==> config.mk <==
export PLATFORM = sky130hd
export DESIGN_NAME = gfx_top
export DESIGN_NICKNAME = d
export VERILOG_FILES = /design/src/gfx_pkg.sv /design/src/gfx_top.sv /design/src/vram_writer.sv /design/src/word_counter.sv /design/src/gfx_cmd_fsm.sv
export VERILOG_INCLUDE_DIRS = /design/src
export SDC_FILE = /design/constraint.sdc
export NUM_CORES = 1
export LEC_CHECK = 0
export BUFFER_PORTS_ARGS = -buffer_cell sky130_fd_sc_hd__buf_2
export CAP_MARGIN = 20
export CORE_MARGIN = 4
export CORE_UTILIZATION = 50
export CTS_BUF_LIST = sky130_fd_sc_hd__clkbuf_8
export DETAILED_ROUTE_END_ITERATION = 8
export PLACE_DENSITY = 0.7
export SLEW_MARGIN = 20
export SYNTH_ARGS = -nofsm -noshare
export SYNTH_HDL_FRONTEND = slang
export SYNTH_SLANG_ARGS = --single-unit
==> constraint.sdc <==
create_clock -name clk -period 4.6 [get_ports clk]
set_input_delay 0.92 -clock clk [delete_from_list [all_inputs] [get_ports clk]]
set_output_delay 0.92 -clock clk [all_outputs]
set_load 0.02 [all_outputs]
==> src/gfx_cfg.svh <==
// ********************************************************************
// frame size, memory layout and command opcodes of the frame-buffer
// front end, shared by the RTL and the testbench through `include
// ********************************************************************

`ifndef GFX_CFG_SVH
`define GFX_CFG_SVH

`define GFX_FB_WIDTH   16
`define GFX_FB_HEIGHT  16
`define GFX_FB_WORDS   (`GFX_FB_WIDTH * `GFX_FB_HEIGHT)

// buffers sit back to back in word addresses
`define GFX_FRONT_BASE (32'd0)
`define GFX_BACK_BASE  (32'(`GFX_FB_WORDS))
`define GFX_DEPTH_BASE (32'(2 * `GFX_FB_WORDS))
`define GFX_TEX_BASE   (32'(3 * `GFX_FB_WORDS))

`define GFX_OP_CLEAR        8'd21
`define GFX_OP_SWAP         8'd23
`define GFX_OP_SET_TEX_ADDR 8'd24
`define GFX_OP_WRITE_TEX    8'd25

// opcode occupies the command word from this bit up to bit 31
`define GFX_OP_POS 24

`endif
==> src/gfx_pkg.sv <==
// ********************************************************************
// types shared by the frame-buffer front end and its testbench
// command word views, memory write request and FSM states
// ********************************************************************

`include "gfx_cfg.svh"

package gfx_pkg;

    typedef logic [31-`GFX_OP_POS:0] gfx_op_t;

    // immediate operand, used to load a 32-bit register by halves
    typedef struct packed {
        gfx_op_t                 opcode;
        logic [`GFX_OP_POS-18:0] rsvd;
        logic                    high;
        logic [15:0]             value;
    } gfx_imm_t;

    // clear operand, selects the colour or depth buffer
    typedef struct packed {
        gfx_op_t                 opcode;
        logic [`GFX_OP_POS-18:0] rsvd;
        logic                    depth;
        logic [15:0]             fill;
    } gfx_clear_t;

    typedef struct packed {
        gfx_op_t                 opcode;
        logic [`GFX_OP_POS-2:0]  rsvd;
        logic                    wait_vsync;
    } gfx_swap_t;

    // one command word, read through the view that its opcode selects
    typedef union packed {
        gfx_imm_t   imm;
        gfx_clear_t clr;
        gfx_swap_t  swp;
    } gfx_cmd_t;

    typedef struct packed {
        logic [31:0] addr;
        logic [15:0] data;
    } vram_req_t;

    typedef enum logic [2:0] {
        IDLE,
        DECODE,
        CLEAR_RUN,
        TEX_WRITE,
        SWAP_WAIT
    } gfx_state_t;

endpackage

==> src/gfx_top.sv <==
// ********************************************************************
// frame-buffer front end top level
// command stream in, one memory write port out, plus buffer swap
// ********************************************************************

`timescale 1ns/1ps

module gfx_top
    import gfx_pkg::*;
(
    input  logic        clk,
    input  logic        reset_i,

    input  logic        cmd_valid_i,
    output logic        cmd_ready_o,
    input  gfx_cmd_t    cmd_data_i,

    output logic        vram_req_o,
    output vram_req_t   vram_o,
    input  logic        vram_ack_i,

    input  logic        vsync_i,
    output logic        swap_o,
    output logic [31:0] front_addr_o
);

    logic        wr_start;
    vram_req_t   wr_req;
    logic        wr_done;
    logic        cnt_load;
    logic [31:0] cnt_base;
    logic [31:0] cnt_addr;
    logic        cnt_last;

    gfx_cmd_fsm u_fsm (
        .clk          (clk),
        .reset_i      (reset_i),
        .cmd_valid_i  (cmd_valid_i),
        .cmd_ready_o  (cmd_ready_o),
        .cmd_data_i   (cmd_data_i),
        .vsync_i      (vsync_i),
        .swap_o       (swap_o),
        .front_addr_o (front_addr_o),
        .wr_start_o   (wr_start),
        .wr_req_o     (wr_req),
        .wr_done_i    (wr_done),
        .cnt_load_o   (cnt_load),
        .cnt_base_o   (cnt_base),
        .cnt_addr_i   (cnt_addr),
        .cnt_last_i   (cnt_last)
    );

    word_counter u_counter (
        .clk     (clk),
        .reset_i (reset_i),
        .load_i  (cnt_load),
        .base_i  (cnt_base),
        .step_i  (wr_done),
        .addr_o  (cnt_addr),
        .last_o  (cnt_last)
    );

    vram_writer u_writer (
        .clk        (clk),
        .reset_i    (reset_i),
        .start_i    (wr_start),
        .req_i      (wr_req),
        .vram_ack_i (vram_ack_i),
        .vram_req_o (vram_req_o),
        .vram_o     (vram_o),
        .done_o     (wr_done)
    );

endmodule

==> src/vram_writer.sv <==
// ********************************************************************
// memory write port register
// captures a request on start and holds it until the memory acks
// ********************************************************************

`timescale 1ns/1ps

module vram_writer
    import gfx_pkg::*;
(
    input  logic      clk,
    input  logic      reset_i,
    input  logic      start_i,
    input  vram_req_t req_i,
    input  logic      vram_ack_i,
    output logic      vram_req_o,
    output vram_req_t vram_o,
    output logic      done_o
);

    always_ff @(posedge clk) begin
        if (reset_i) begin
            vram_req_o <= 1'b0;
        end else if (!vram_req_o) begin
            vram_req_o <= start_i;
        end else if (vram_ack_i) begin
            vram_req_o <= 1'b0;
        end
    end

    // a start during a pending request is ignored so the port stays stable
    always_ff @(posedge clk) begin
        if (start_i && !vram_req_o) begin
            vram_o <= req_i;
        end
    end

    // the request drops on the ack edge, so this is a single cycle
    assign done_o = vram_req_o & vram_ack_i;

endmodule

==> src/word_counter.sv <==
// ********************************************************************
// address counter for clear runs over one full frame
// load sets the start, each completed write steps to the next word
// ********************************************************************

`timescale 1ns/1ps
`include "gfx_cfg.svh"

module word_counter (
    input  logic        clk,
    input  logic        reset_i,
    input  logic        load_i,
    input  logic [31:0] base_i,
    input  logic        step_i,
    output logic [31:0] addr_o,
    output logic        last_o
);

    logic [31:0] end_addr;

    always_ff @(posedge clk) begin
        if (reset_i) begin
            addr_o   <= 32'd0;
            end_addr <= 32'(`GFX_FB_WORDS - 1);
        end else if (load_i) begin
            addr_o   <= base_i;
            end_addr <= base_i + 32'(`GFX_FB_WORDS) - 32'd1;
        end else if (step_i) begin
            addr_o <= addr_o + 32'd1;
        end
    end

    // high while the word being written is the final one of the run
    assign last_o = (addr_o == end_addr);

endmodule

==> src/gfx_cmd_fsm.sv <==
// ********************************************************************
// command FSM of the frame-buffer front end
// takes one word per handshake, decodes it and drives the address
// counter and the memory writer until the command has completed
// ********************************************************************

`timescale 1ns/1ps
`include "gfx_cfg.svh"

module gfx_cmd_fsm
    import gfx_pkg::*;
(
    input  logic        clk,
    input  logic        reset_i,

    input  logic        cmd_valid_i,
    output logic        cmd_ready_o,
    input  gfx_cmd_t    cmd_data_i,

    input  logic        vsync_i,
    output logic        swap_o,
    output logic [31:0] front_addr_o,

    output logic        wr_start_o,
    output vram_req_t   wr_req_o,
    input  logic        wr_done_i,

    output logic        cnt_load_o,
    output logic [31:0] cnt_base_o,
    input  logic [31:0] cnt_addr_i,
    input  logic        cnt_last_i
);

    gfx_state_t  state;
    gfx_cmd_t    cmd_q;
    gfx_op_t     op;
    logic [31:0] back_addr;
    logic [31:0] tex_addr;
    logic        issue_q;
    logic        swap_now;

    assign op          = cmd_q.imm.opcode;
    assign cmd_ready_o = (state == IDLE);

    // buffers exchange at once unless the command asks to wait for vsync
    assign swap_now = ((state == DECODE) && (op == `GFX_OP_SWAP) &&
                       (!cmd_q.swp.wait_vsync || vsync_i)) ||
                      ((state == SWAP_WAIT) && vsync_i);

    always_ff @(posedge clk) begin
        if (cmd_ready_o && cmd_valid_i) begin
            cmd_q <= cmd_data_i;
        end
    end

    // ****************************************************************
    // sequencing
    // ****************************************************************

    always_ff @(posedge clk) begin
        if (reset_i) begin
            state        <= IDLE;
            front_addr_o <= `GFX_FRONT_BASE;
            back_addr    <= `GFX_BACK_BASE;
            tex_addr     <= `GFX_TEX_BASE;
            swap_o       <= 1'b0;
            issue_q      <= 1'b0;
        end else begin
            swap_o  <= swap_now;
            issue_q <= 1'b0;

            if (swap_now) begin
                front_addr_o <= back_addr;
                back_addr    <= front_addr_o;
            end

            case (state)
                IDLE: begin
                    if (cmd_valid_i) begin
                        state <= DECODE;
                    end
                end

                DECODE: begin
                    case (op)
                        `GFX_OP_CLEAR: begin
                            issue_q <= 1'b1;
                            state   <= CLEAR_RUN;
                        end
                        `GFX_OP_SWAP: begin
                            state <= swap_now ? IDLE : SWAP_WAIT;
                        end
                        `GFX_OP_SET_TEX_ADDR: begin
                            if (cmd_q.imm.high) begin
                                tex_addr[31:16] <= cmd_q.imm.value;
                            end else begin
                                tex_addr[15:0] <= cmd_q.imm.value;
                            end
                            state <= IDLE;
                        end
                        `GFX_OP_WRITE_TEX: begin
                            state <= TEX_WRITE;
                        end
                        default: begin
                            state <= IDLE;
                        end
                    endcase
                end

                // the counter has stepped by the time the next write issues
                CLEAR_RUN: begin
                    if (wr_done_i) begin
                        if (cnt_last_i) begin
                            state <= IDLE;
                        end else begin
                            issue_q <= 1'b1;
                        end
                    end
                end

                TEX_WRITE: begin
                    if (wr_done_i) begin
                        tex_addr <= tex_addr + 32'd1;
                        state    <= IDLE;
                    end
                end

                SWAP_WAIT: begin
                    if (vsync_i) begin
                        state <= IDLE;
                    end
                end

                default: begin
                    state <= IDLE;
                end
            endcase
        end
    end

    // clear writes come from the counter, a texture write from tex_addr
    always_comb begin
        cnt_load_o    = (state == DECODE) && (op == `GFX_OP_CLEAR);
        cnt_base_o    = cmd_q.clr.depth ? `GFX_DEPTH_BASE : back_addr;
        wr_start_o    = issue_q;
        wr_req_o.addr = cnt_addr_i;
        // the clear and immediate views keep the write data in the same low half
        wr_req_o.data = cmd_q.clr.fill;
        if ((state == DECODE) && (op == `GFX_OP_WRITE_TEX)) begin
            wr_start_o    = 1'b1;
            wr_req_o.addr = tex_addr;
        end
    end

endmodule

==> results_dict.tcl, run 1 <==
set metrics [dict create \
    grt_use_total_pct 22.46 \
    synth_edf_count 73 \
    cts_root_buffer "clkbuf_8" \
    finalSetupViolCount 0 \
    status "completed" \
    wire_per_inst_um 17.93 \
    clk_latency_ns 0.53 \
    firstDrtPassIters 6 \
    yosysWarningCount 0 \
    nets 1324 \
    clkTransAtPathRegs_ns 0.06 \
    synth_top_flop_cell "dfxtp_1" \
    clock_sink_count 239 \
    max_slew_margin_pct 36.08 \
    hold_ws_ns 0.4749 \
    dr_total_vias 9325 \
    ys_async_sr_fraction_pct 0 \
    crit_type "reg -> reg" \
    arrival_ns 3.29 \
    syn_inst 1203 \
    cp-start-kind "register" \
    grt.overflow.total 0 \
    maxCapViolations 0 \
    place_area_mm2 0.01193 \
    dpl.hpwl_um 19490 \
    rsz0062_at_grt "false" \
    netlist_area_mm2 0.01127 \
    via_per_inst 5.850 \
    ys_seq_elements 239 \
    syn_avg_cell_area_um2 9.367 \
    reg2reg_depth 6 \
    peakVddDrop_mv 0.2572 \
    clk_path_buf_depth 3 \
    finalMaxSlewViolations 0 \
    totalWireLength_um 28580 \
    ios 120 \
    drtAntennaViolNets 0 \
    hold_viol 0 \
    stdcell_area_mm2 0.01273 \
    numPortBuffers 112 \
    antenna_found_initial 0 \
    hp-class "reg -> reg" \
    antenna_cells 0 \
    total_power_mw 4.404 \
    yosysUniqueCellTypes 74 \
    power_density_mw_per_mm2 345.9 \
    die-area_mm2 0.02500 \
    cts-buffers-inserted 41 \
    p_leak_nw 4.806 \
    cts_hold_buf 0 \
    syn_nets 1243 \
    grt_pass1_vias 8479 \
    critPathCaptureType "register" \
    whs_path_depth 0 \
    period_minus_slack_ns 2.916 \
    cts_setup_buffers 0 \
    layout-drive-gt1-share_pct 15.75 \
    fin_skew_ns 0.01970 \
    cts_max_level 2 \
    final.setup.tns_ns 0 \
    coreArea_mm2 0.02203 \
    setup_ws_ns 1.684 \
    die_w_um 158.1 \
    post-place-ws_ns 1.660 \
    dp.cells 1521 \
    fmax_ghz 0.3429 \
    worst_slew_pin_slew_ns 0.9588 \
    drc 0 \
    ctsResizeCount 0 \
    start_util_pct 51.16 \
    min_period_over_period_pct 63.40 \
    yosysSeqAreaShare_pct 48.95 \
    post_layout_nonfiller_instances 1594 \
    grt_pass1_wl_um 45510 \
    worstPathMaxFanout 23 \
    place.gp.congestion 0.9039 \
    drt_iter0_drc 864 \
    crit_required_ns 4.98 \
    std_cell_rows 54 \
    grt_max_degree 85 \
    fp.dieH_um 158.1 \
    area_delta_synth_final_pct 13.00 \
    cts_tree "yes" \
    fin_util_pct 57.81 \
]
==> cells by family (layout without fill, tap and decap cells) <==
family | count (synthesis) | after routing | share of synthesized area, %
AO/OA/AOI/OAI | 242 | 242 | 14.35
AND/OR/NAND/NOR | 478 | 478 | 20.63
XOR/XNOR | 82 | 82 | 6.374
adder cells (fa/ha/maj) | 3 | 3 | 0.3331
buffers and inverters | 96 | 207 | 3.775
multiplexers | 63 | 63 | 5.596
flip-flops | 239 | 239 | 48.95
==> worst paths after layout <==
check,startpoint,endpoint,slack (ns)
hold / removal,u_fsm.cmd_q[2],u_writer.vram_o[2],0.47
hold reg to reg,u_fsm.cmd_q[2],u_writer.vram_o[2],0.47
setup / recovery,u_fsm.cmd_q[29],u_fsm.back_addr[19],1.68
setup reg to reg,u_fsm.cmd_q[29],u_fsm.back_addr[19],1.68
==> routing by layer <==
metal  share of wire [%]  global-route usage [%]  wire length [µm]  up-vias
met5                   0                       0                 0        -
met4                 2.4                   6.499               699        0
met3                 7.3                   4.128              2080       51
met2                  44                   34.47             12650      355
met1                  46                   32.53             13160     4387
li1                    -                       -                 -     4532
==> power breakdown <==
group / switching, mW / internal [mW] / total [mW]
clock network: 0.851 / 1.02 / 1.87
registers: 0.0545 / 2.22 / 2.28
logic: 0.169 / 0.0847 / 0.253
total: 1.07 / 3.33 / 4.40
==> critical path: stages, from the launching register on <==
cell	delay, ns
edfxtp_1	0.41
nor4b_1	0.57
nand4_1	0.28
o2bb2ai_4	0.72
buf_4	0.47
mux2i_1	0.23
nor2_1	0.06
==> Yosys cell counts (all sizes together) (6+ instances only) <==
cell	count	area [µm²]
nand2	170	638.1
dfxtp	166	3323
nor2	122	457.9
edfxtp	73	2192
a21oi	63	315.3
mux2i	63	630.6
xor2	63	551.8
o21ai	57	285.3
clkbuf	53	200.2
nand4	36	225.2
buf	35	195.2
nand3	31	155.2
a211oi	30	225.2
xnor2	19	166.4
nor4	18	142.6
nor2b	16	100.1
nor3	16	80.08
and3	14	87.58
and4	11	96.34
a31oi	10	68.81
and2	8	50.05
inv	8	30.03
o22ai	8	50.05
a221oi	7	67.56
a32o	7	70.07
o31ai	7	52.55
a2111oi	6	78.83
a311oi	6	52.55
nand2b	6	37.54
o41ai	6	52.55
==> state kept, by name, summed over array words and instances, names as in the netlist <==
name                 cells
u_writer.vram_o         48
u_counter.addr_o        32
u_counter.end_addr      32
u_fsm.back_addr         32
u_fsm.front_addr_o      32
u_fsm.tex_addr          32
u_fsm.cmd_q             25
u_fsm.state              3
u_fsm.issue_q            1
u_fsm.swap_o             1
u_writer.vram_req_o      1
==> cell usage in the layout, fill, tap and decap left out, types with 19 or more instances in the layout <==
cell type  count
clkbuf_8      49
edfxtp_1      73
xor2_1        63
dfxtp_1      166
a21oi_1       63
mux2i_1       63
xnor2_1       19
o21ai_0       57
nand3_1       31
nor2_1       121
nand2_1      170
a211oi_1      30
nand4_1       36
buf_2        111
==> layout make-up <==
cell class              instances  area [µm²]
fillers                      1957        9293
flip-flops and latches        239        5515
multi-input cells             868        5364
clock buffers                  49       674.4
repair buffers                126       668.1
well taps                     280       350.3
clock inverters                24       131.4
inverters                       8       30.03
Note: power is estimated with default switching activity, not from simulation.
==> run 2: changes to the inputs <==
ABC_AREA = 1   (was not set)
PLACE_DENSITY = 0.69   (was 0.7)
clock period = 2.97 ns   (was 4.6 ns; I/O delays follow)
==> run 2 against run 1 <==
  * Flip-flop and latch count unchanged
  * Design area up 9.9%
  * Critical path depth up 3
  * Total power up 77%
  * Wire length up 16%
  * Worst setup slack worse by 1.1 ns
  * Maximum frequency up 21%
  * Sequential share of layout area down 3.9 points
  * Clock-buffer cell count up 7
  * Critical path type unchanged
  * Highest routed layer unchanged
==> results_dict.tcl, run 2 <==
set metrics [dict create \
    status "completed" \
    reg2reg_from "u_fsm.cmd_q[29]" \
    crit_family "simple AND/OR/NAND/NOR gates" \
    area_delta_synth_final_pct 14.01 \
    cts_max_level 2 \
    reg2reg_depth 9 \
    regMostFlops "u_writer.vram_o" \
    via_per_inst 5.294 \
    hold_viol 0 \
    ys_async_sr_fraction_pct 0 \
    place_area_mm2 0.01304 \
    rsz0062_at_grt "false" \
    nFillCells 2315 \
    die-area_mm2 0.02711 \
    yosysWarningCount 0 \
    numPortBuffers 112 \
    final_cell_mix "365 x nand2_1, 226 x nor2_1, 173 x inv_1" \
    fin_util_pct 57.70 \
    rrSetupSlack_ns 0.55 \
    yosysSeqAreaShare_pct 44.94 \
    max_slew_margin_pct 57.58 \
    clock_sink_count 239 \
    wire_per_inst_um 15.70 \
    min_from "cmd_data_i[0]" \
    clk_latency_ns 0.55 \
    cts_setup_buffers 0 \
    critPathCaptureType "register" \
    dr_total_vias 11212 \
    path_buf_inv 2 \
    antenna_cells 0 \
    crit_type "reg -> reg" \
    mostFrequentLayoutCell "nand2_1" \
    maxCapViolations 0 \
    synth.top_cells.by_count "366 x nand2_1, 228 x nor2_1, 166 x dfxtp_1" \
    finalMaxSlewViolations 0 \
    synth_area_leader_cell "dfxtp_1" \
    grt.overflow.total 0 \
    ctsResizeCount 0 \
    dpl.hpwl_um 23720 \
    drc 0 \
    min_period_over_period_pct 81.48 \
    nets 1800 \
    post-place-ws_ns 0.6052 \
    stdcell_area_mm2 0.01399 \
    place.gp.congestion 0.9301 \
    yosysUniqueCellTypes 52 \
    worst_slew_pin_slew_ns 0.6362 \
    arrival_ns 2.91 \
    clk_path_buf_depth 3 \
    antenna_found_initial 0 \
    syn_avg_cell_area_um2 7.393 \
    r2r-end "u_counter.end_addr[18]" \
    worstPathMaxFanout 29 \
    max_stage_delay_ns 0.36 \
    fmax_ghz 0.4132 \
    whs_path_depth 1 \
    layout-drive-gt1-share_pct 15.16 \
    post_layout_nonfiller_instances 2118 \
    cts_root_buffer "clkbuf_8" \
    yosysMostFrequentCell "nand2_1" \
    std_cell_rows 57 \
    grt_pass1_vias 10284 \
    synth_edf_count 73 \
    cp-start-kind "register" \
    firstDrtPassIters 6 \
    grt_max_degree 92 \
    p_leak_nw 5.696 \
    clkTransAtPathRegs_ns 0.06 \
    ys_seq_elements 239 \
    cts_hold_buf 0 \
    finalSetupViolCount 0 \
    hold_end "u_fsm.cmd_q[0]" \
    fin_skew_ns 0.02270 \
    peakVddDrop_mv 0.4185 \
    fp.dieH_um 164.7 \
    drtAntennaViolNets 0 \
    crit_chain "nor2_1 -> nand2_1 -> nor2_1 -> nand2_2 -> inv_2 -> buf_4 -> nand3_1 -> and3_1 -> nor2_1" \
    dp.cells 2039 \
    largest_reg_flops 48 \
    start_util_pct 50.61 \
    cts_tree "yes" \
    synth_top_flop_cell "dfxtp_1" \
    period_minus_slack_ns 2.420 \
    cts-buffers-inserted 43 \
    cp_slowest_cell "edfxtp_1" \
    syn_nets 1700 \
    power_density_mw_per_mm2 558.1 \
    syn_inst 1660 \
    hp-class "in -> reg" \
    totalWireLength_um 33240 \
    synthTopCellsByArea "dfxtp_1 27%, edfxtp_1 18%, nand2_1 11%" \
    final.setup.tns_ns 0 \
    netlist_area_mm2 0.01227 \
    grt_pass1_wl_um 52860 \
    drt_iter0_drc 776 \
    setup_ws_ns 0.5501 \
    cpMostUsedCell "nor2_1" \
    synth.top_cell.area_share_pct 27.08 \
    die_w_um 164.7 \
    ios 120 \
    grt_use_total_pct 24.21 \
    crit_required_ns 3.46 \
    coreArea_mm2 0.02425 \
]
-- run 2: cell types whose count changed in the layout (fill, tap and decap cells not counted), moves of 15 or more --
| cell | delta |
|---|---|
| nor2_2 | +16 |
| nand2_1 | +195 |
| nand3_1 | +35 |
| nor2_1 | +105 |
| nor2b_1 | -16 |
| nor4_1 | -15 |
| inv_1 | +157 |
| o21ai_0 | +106 |
| a21oi_1 | +51 |
| mux2i_1 | -63 |
| a211oi_1 | -25 |
| xor2_1 | -36 |
-- run 2: layer usage --
layer	track usage [%]	up-vias	part of all wire, %
met4	9.679	0	4.0
met1	33.04	5058	45
met5	0	-	0
met2	38.71	420	45
met3	3.743	89	6.8
li1	-	5645	-
-- run 2: worst max path at each step --
stage	start	cells after the start	to
detailed placement	u_fsm.cmd_q[28]	10	u_counter.addr_o[27]
CTS	u_fsm.cmd_q[28]	10	u_counter.addr_o[27]
global placement	u_fsm.cmd_q[28]	11	u_counter.addr_o[22]
global route	u_fsm.cmd_q[29]	9	u_counter.end_addr[18]
finish	u_fsm.cmd_q[29]	9	u_counter.end_addr[18]
floorplan	u_fsm.cmd_q[31]	8	u_writer.vram_o[0]
-- run 2: final cells by class --
type	count	area (µm²)	share of cell area, %
Inverter	177	666.9	4.767
Timing Repair Buffer	130	733.2	5.241
Sequential cell	239	5515	39.42
Clock buffer	56	770.7	5.509
Tap cell	324	405.4	2.898
Clock inverter	23	185.2	1.324
Multi-Input combinational cell	1169	5714	40.84
-- run 2: per-stage QoR --
step | power, mW | hold slack [ns]
finish | 7.808 | 0.2164
detailed placement | 4.531 | 0.4440
CTS | 7.872 | 0.1930
global route | 8.148 | 0.1890
global placement | 4.515 | 0.4359
floorplan | 4.293 | 0.4264
-- run 2: kinds of logic after synthesis --
logic type / count (synthesis) / share of synthesized area [%]
and+or+nand+nor: 788 / 28.19
AOI/OAI and AO/OA: 323 / 14.04
buffers and inverters: 252 / 8.595
DFF: 239 / 44.94
xor gates and xnor gates: 55 / 3.925
adders and majority gates: 3 / 0.3059
-- run 2: power by group --
part,internal [mW],switching (mW),total (mW)
clock,1.96,1.37,3.33
sequential,3.55,0.156,3.70
combinational,0.221,0.549,0.770
==> run 3: changes to the inputs <==
ABC_AREA = 0   (was 1)
PLACE_DENSITY = 0.7   (was 0.69)
clock period = 2.5 ns   (was 2.97 ns; I/O delays follow)
==> run 3 against run 2 <==
  * Wire length decreased by 14%
  * Combinational power decreased by 32%
  * Hold slack got worse by 0.082 ns
  * Clock-buffer cell count decreased by 9
  * Worst setup slack got worse by 0.36 ns
  * Sequential power increased by 13%
  * Total power increased by 1.2%
  * Highest routed layer unchanged
==> results_dict.tcl, run 3 (same netlist as run 1, synthesis figures left out) <==
set metrics [dict create \
    hold_viol 0 \
    fp.dieH_um 158.1 \
    largest_reg_flops 48 \
    hp-class "in -> reg" \
    maxCapViolations 0 \
    totalWireLength_um 28480 \
    clock_sink_count 239 \
    grt_pass1_vias 8696 \
    min_from "cmd_data_i[30]" \
    top_layer "met4" \
    dp.cells 1551 \
    rrSetupSlack_ns 0.19 \
    max_slew_margin_pct 39.93 \
    cts-buffers-inserted 40 \
    crit_type "reg -> reg" \
    finalSetupViolCount 0 \
    fin_skew_ns 0.01205 \
    die-area_mm2 0.02500 \
    r2r-end "u_fsm.tex_addr[27]" \
    cp-start-kind "register" \
    place_area_mm2 0.01229 \
    crit_required_ns 2.93 \
    regMostFlops "u_writer.vram_o" \
    grt_pass1_wl_um 45850 \
    peakVddDrop_mv 0.4899 \
    hold_end "u_fsm.cmd_q[30]" \
    antenna_cells 0 \
    worst_slew_pin_slew_ns 0.9011 \
    std_cell_rows 54 \
    nets 1353 \
    stdcell_area_mm2 0.01304 \
    p_leak_nw 4.982 \
    clkTransAtPathRegs_ns 0.06 \
    dpl.hpwl_um 20210 \
    mostFrequentLayoutCell "nand2_1" \
    worstPathMaxFanout 17 \
    hold_ws_ns 0.1342 \
    whs_path_depth 1 \
    wl_met1_um 12990 \
    cts_hold_buf 0 \
    ctsResizeCount 0 \
    reg2reg_from "u_fsm.cmd_q[30]" \
    drt_iter0_drc 732 \
    cts_max_level 2 \
    final_cell_mix "170 x nand2_1, 166 x dfxtp_1, 119 x nor2_1" \
    cts_tree "yes" \
    grt.overflow.total 0 \
    clk_path_buf_depth 3 \
    place.gp.congestion 0.9333 \
    min_period_over_period_pct 92.46 \
    wire_per_inst_um 17.57 \
    drc 0 \
    power_density_mw_per_mm2 606.3 \
    status "completed" \
    coreArea_mm2 0.02203 \
    via_per_inst 5.818 \
    arrival_ns 2.74 \
    reg2reg_depth 6 \
    post_layout_nonfiller_instances 1621 \
    met3_length_um 1911 \
    fmax_ghz 0.4326 \
    ios 120 \
    drtAntennaViolNets 0 \
    rsz0062_at_grt "false" \
    nFillCells 1932 \
    period_minus_slack_ns 2.312 \
    numPortBuffers 112 \
    grt_max_degree 77 \
    area_delta_synth_final_pct 15.71 \
    antenna_found_initial 0 \
    layout-drive-gt1-share_pct 17.38 \
    dr_total_vias 9431 \
    die_w_um 158.1 \
    wl_met2_um 12910 \
    total_power_mw 7.905 \
    cts_setup_buffers 0 \
    start_util_pct 51.16 \
    cts_root_buffer "clkbuf_8" \
    finalMaxSlewViolations 0 \
    firstDrtPassIters 5 \
    clk_latency_ns 0.54 \
    critPathCaptureType "register" \
    grt_use_total_pct 22.68 \
]
run 3: cell count changes in the layout (fill, tap and decap cells not counted), moves of 15 or more:
cell	delta
nand2_1	-195
inv_1	-149
nor2_1	-107
o21ai_0	-106
mux2i_1	+63
a21oi_1	-51
nand3_1	-36
xor2_1	+36
a211oi_1	+25
buf_4	+21
nor2b_1	+16
nor2_2	-15
run 3: through the flow:
| stage | setup slack [ns] | setup TNS, ns | util, % |
|---|---|---|---|
| finish | 0.1884 | 0 | 59.20 |
| global route | 0.05174 | 0 | 59.20 |
| CTS | 0.1830 | 0 | 59.20 |
| detailed placement | 0.2026 | 0 | 55.82 |
| global placement | 0.2095 | 0 | 55.82 |
| floorplan | -0.07321 | -3.514 | - |
run 3: cell type report:
cell class	count	area (µm²)	area share, %
Sequential cell	239	5515	42.30
Multi-Input combinational cell	868	5393	41.36
Timing Repair Buffer	156	1006	7.715
Clock buffer	47	646.9	4.961
Tap cell	280	350.3	2.687
Clock inverter	23	97.59	0.7485
Inverter	8	30.03	0.2303
run 3: report_power, final:
group / internal [mW] / switching, mW / leakage, nW
clock network: 1.70 / 1.51 / 0.438
registers: 4.09 / 0.0822 / 2.01
logic: 0.192 / 0.331 / 2.53
run 3: layer usage:
layer / track usage (%) / vias up
met1: 32.15 / 4458
met4: 6.783 / 0
met2: 35.76 / 337
met5: 0 / -
li1: - / 4586
met3: 3.882 / 50
run 3: worst max-delay path by stage:
| stage | from | to | slack [ns] | cells past startpoint |
|---|---|---|---|---|
| final | u_fsm.cmd_q[30] | u_fsm.tex_addr[27] | 0.19 | 6 |
| after global routing | u_fsm.cmd_q[30] | u_fsm.tex_addr[12] | 0.05 | 7 |
| after CTS | u_fsm.cmd_q[30] | u_fsm.tex_addr[27] | 0.18 | 6 |
| after detailed placement | u_fsm.cmd_q[30] | u_fsm.tex_addr[27] | 0.20 | 6 |
| after global placement | u_fsm.cmd_q[30] | u_fsm.tex_addr[27] | 0.21 | 6 |
| after floorplan | u_fsm.cmd_q[30] | u_writer.vram_o[0] | -0.07 | 6 |
run 3: critical path, stage by stage, from the launching register on:
cell,delay (ns)
edfxtp_1,0.39
or4b_4,0.60
nor4_4,0.31
a21o_2,0.40
buf_4,0.23
o21ai_0,0.11
a21o_1,0.17
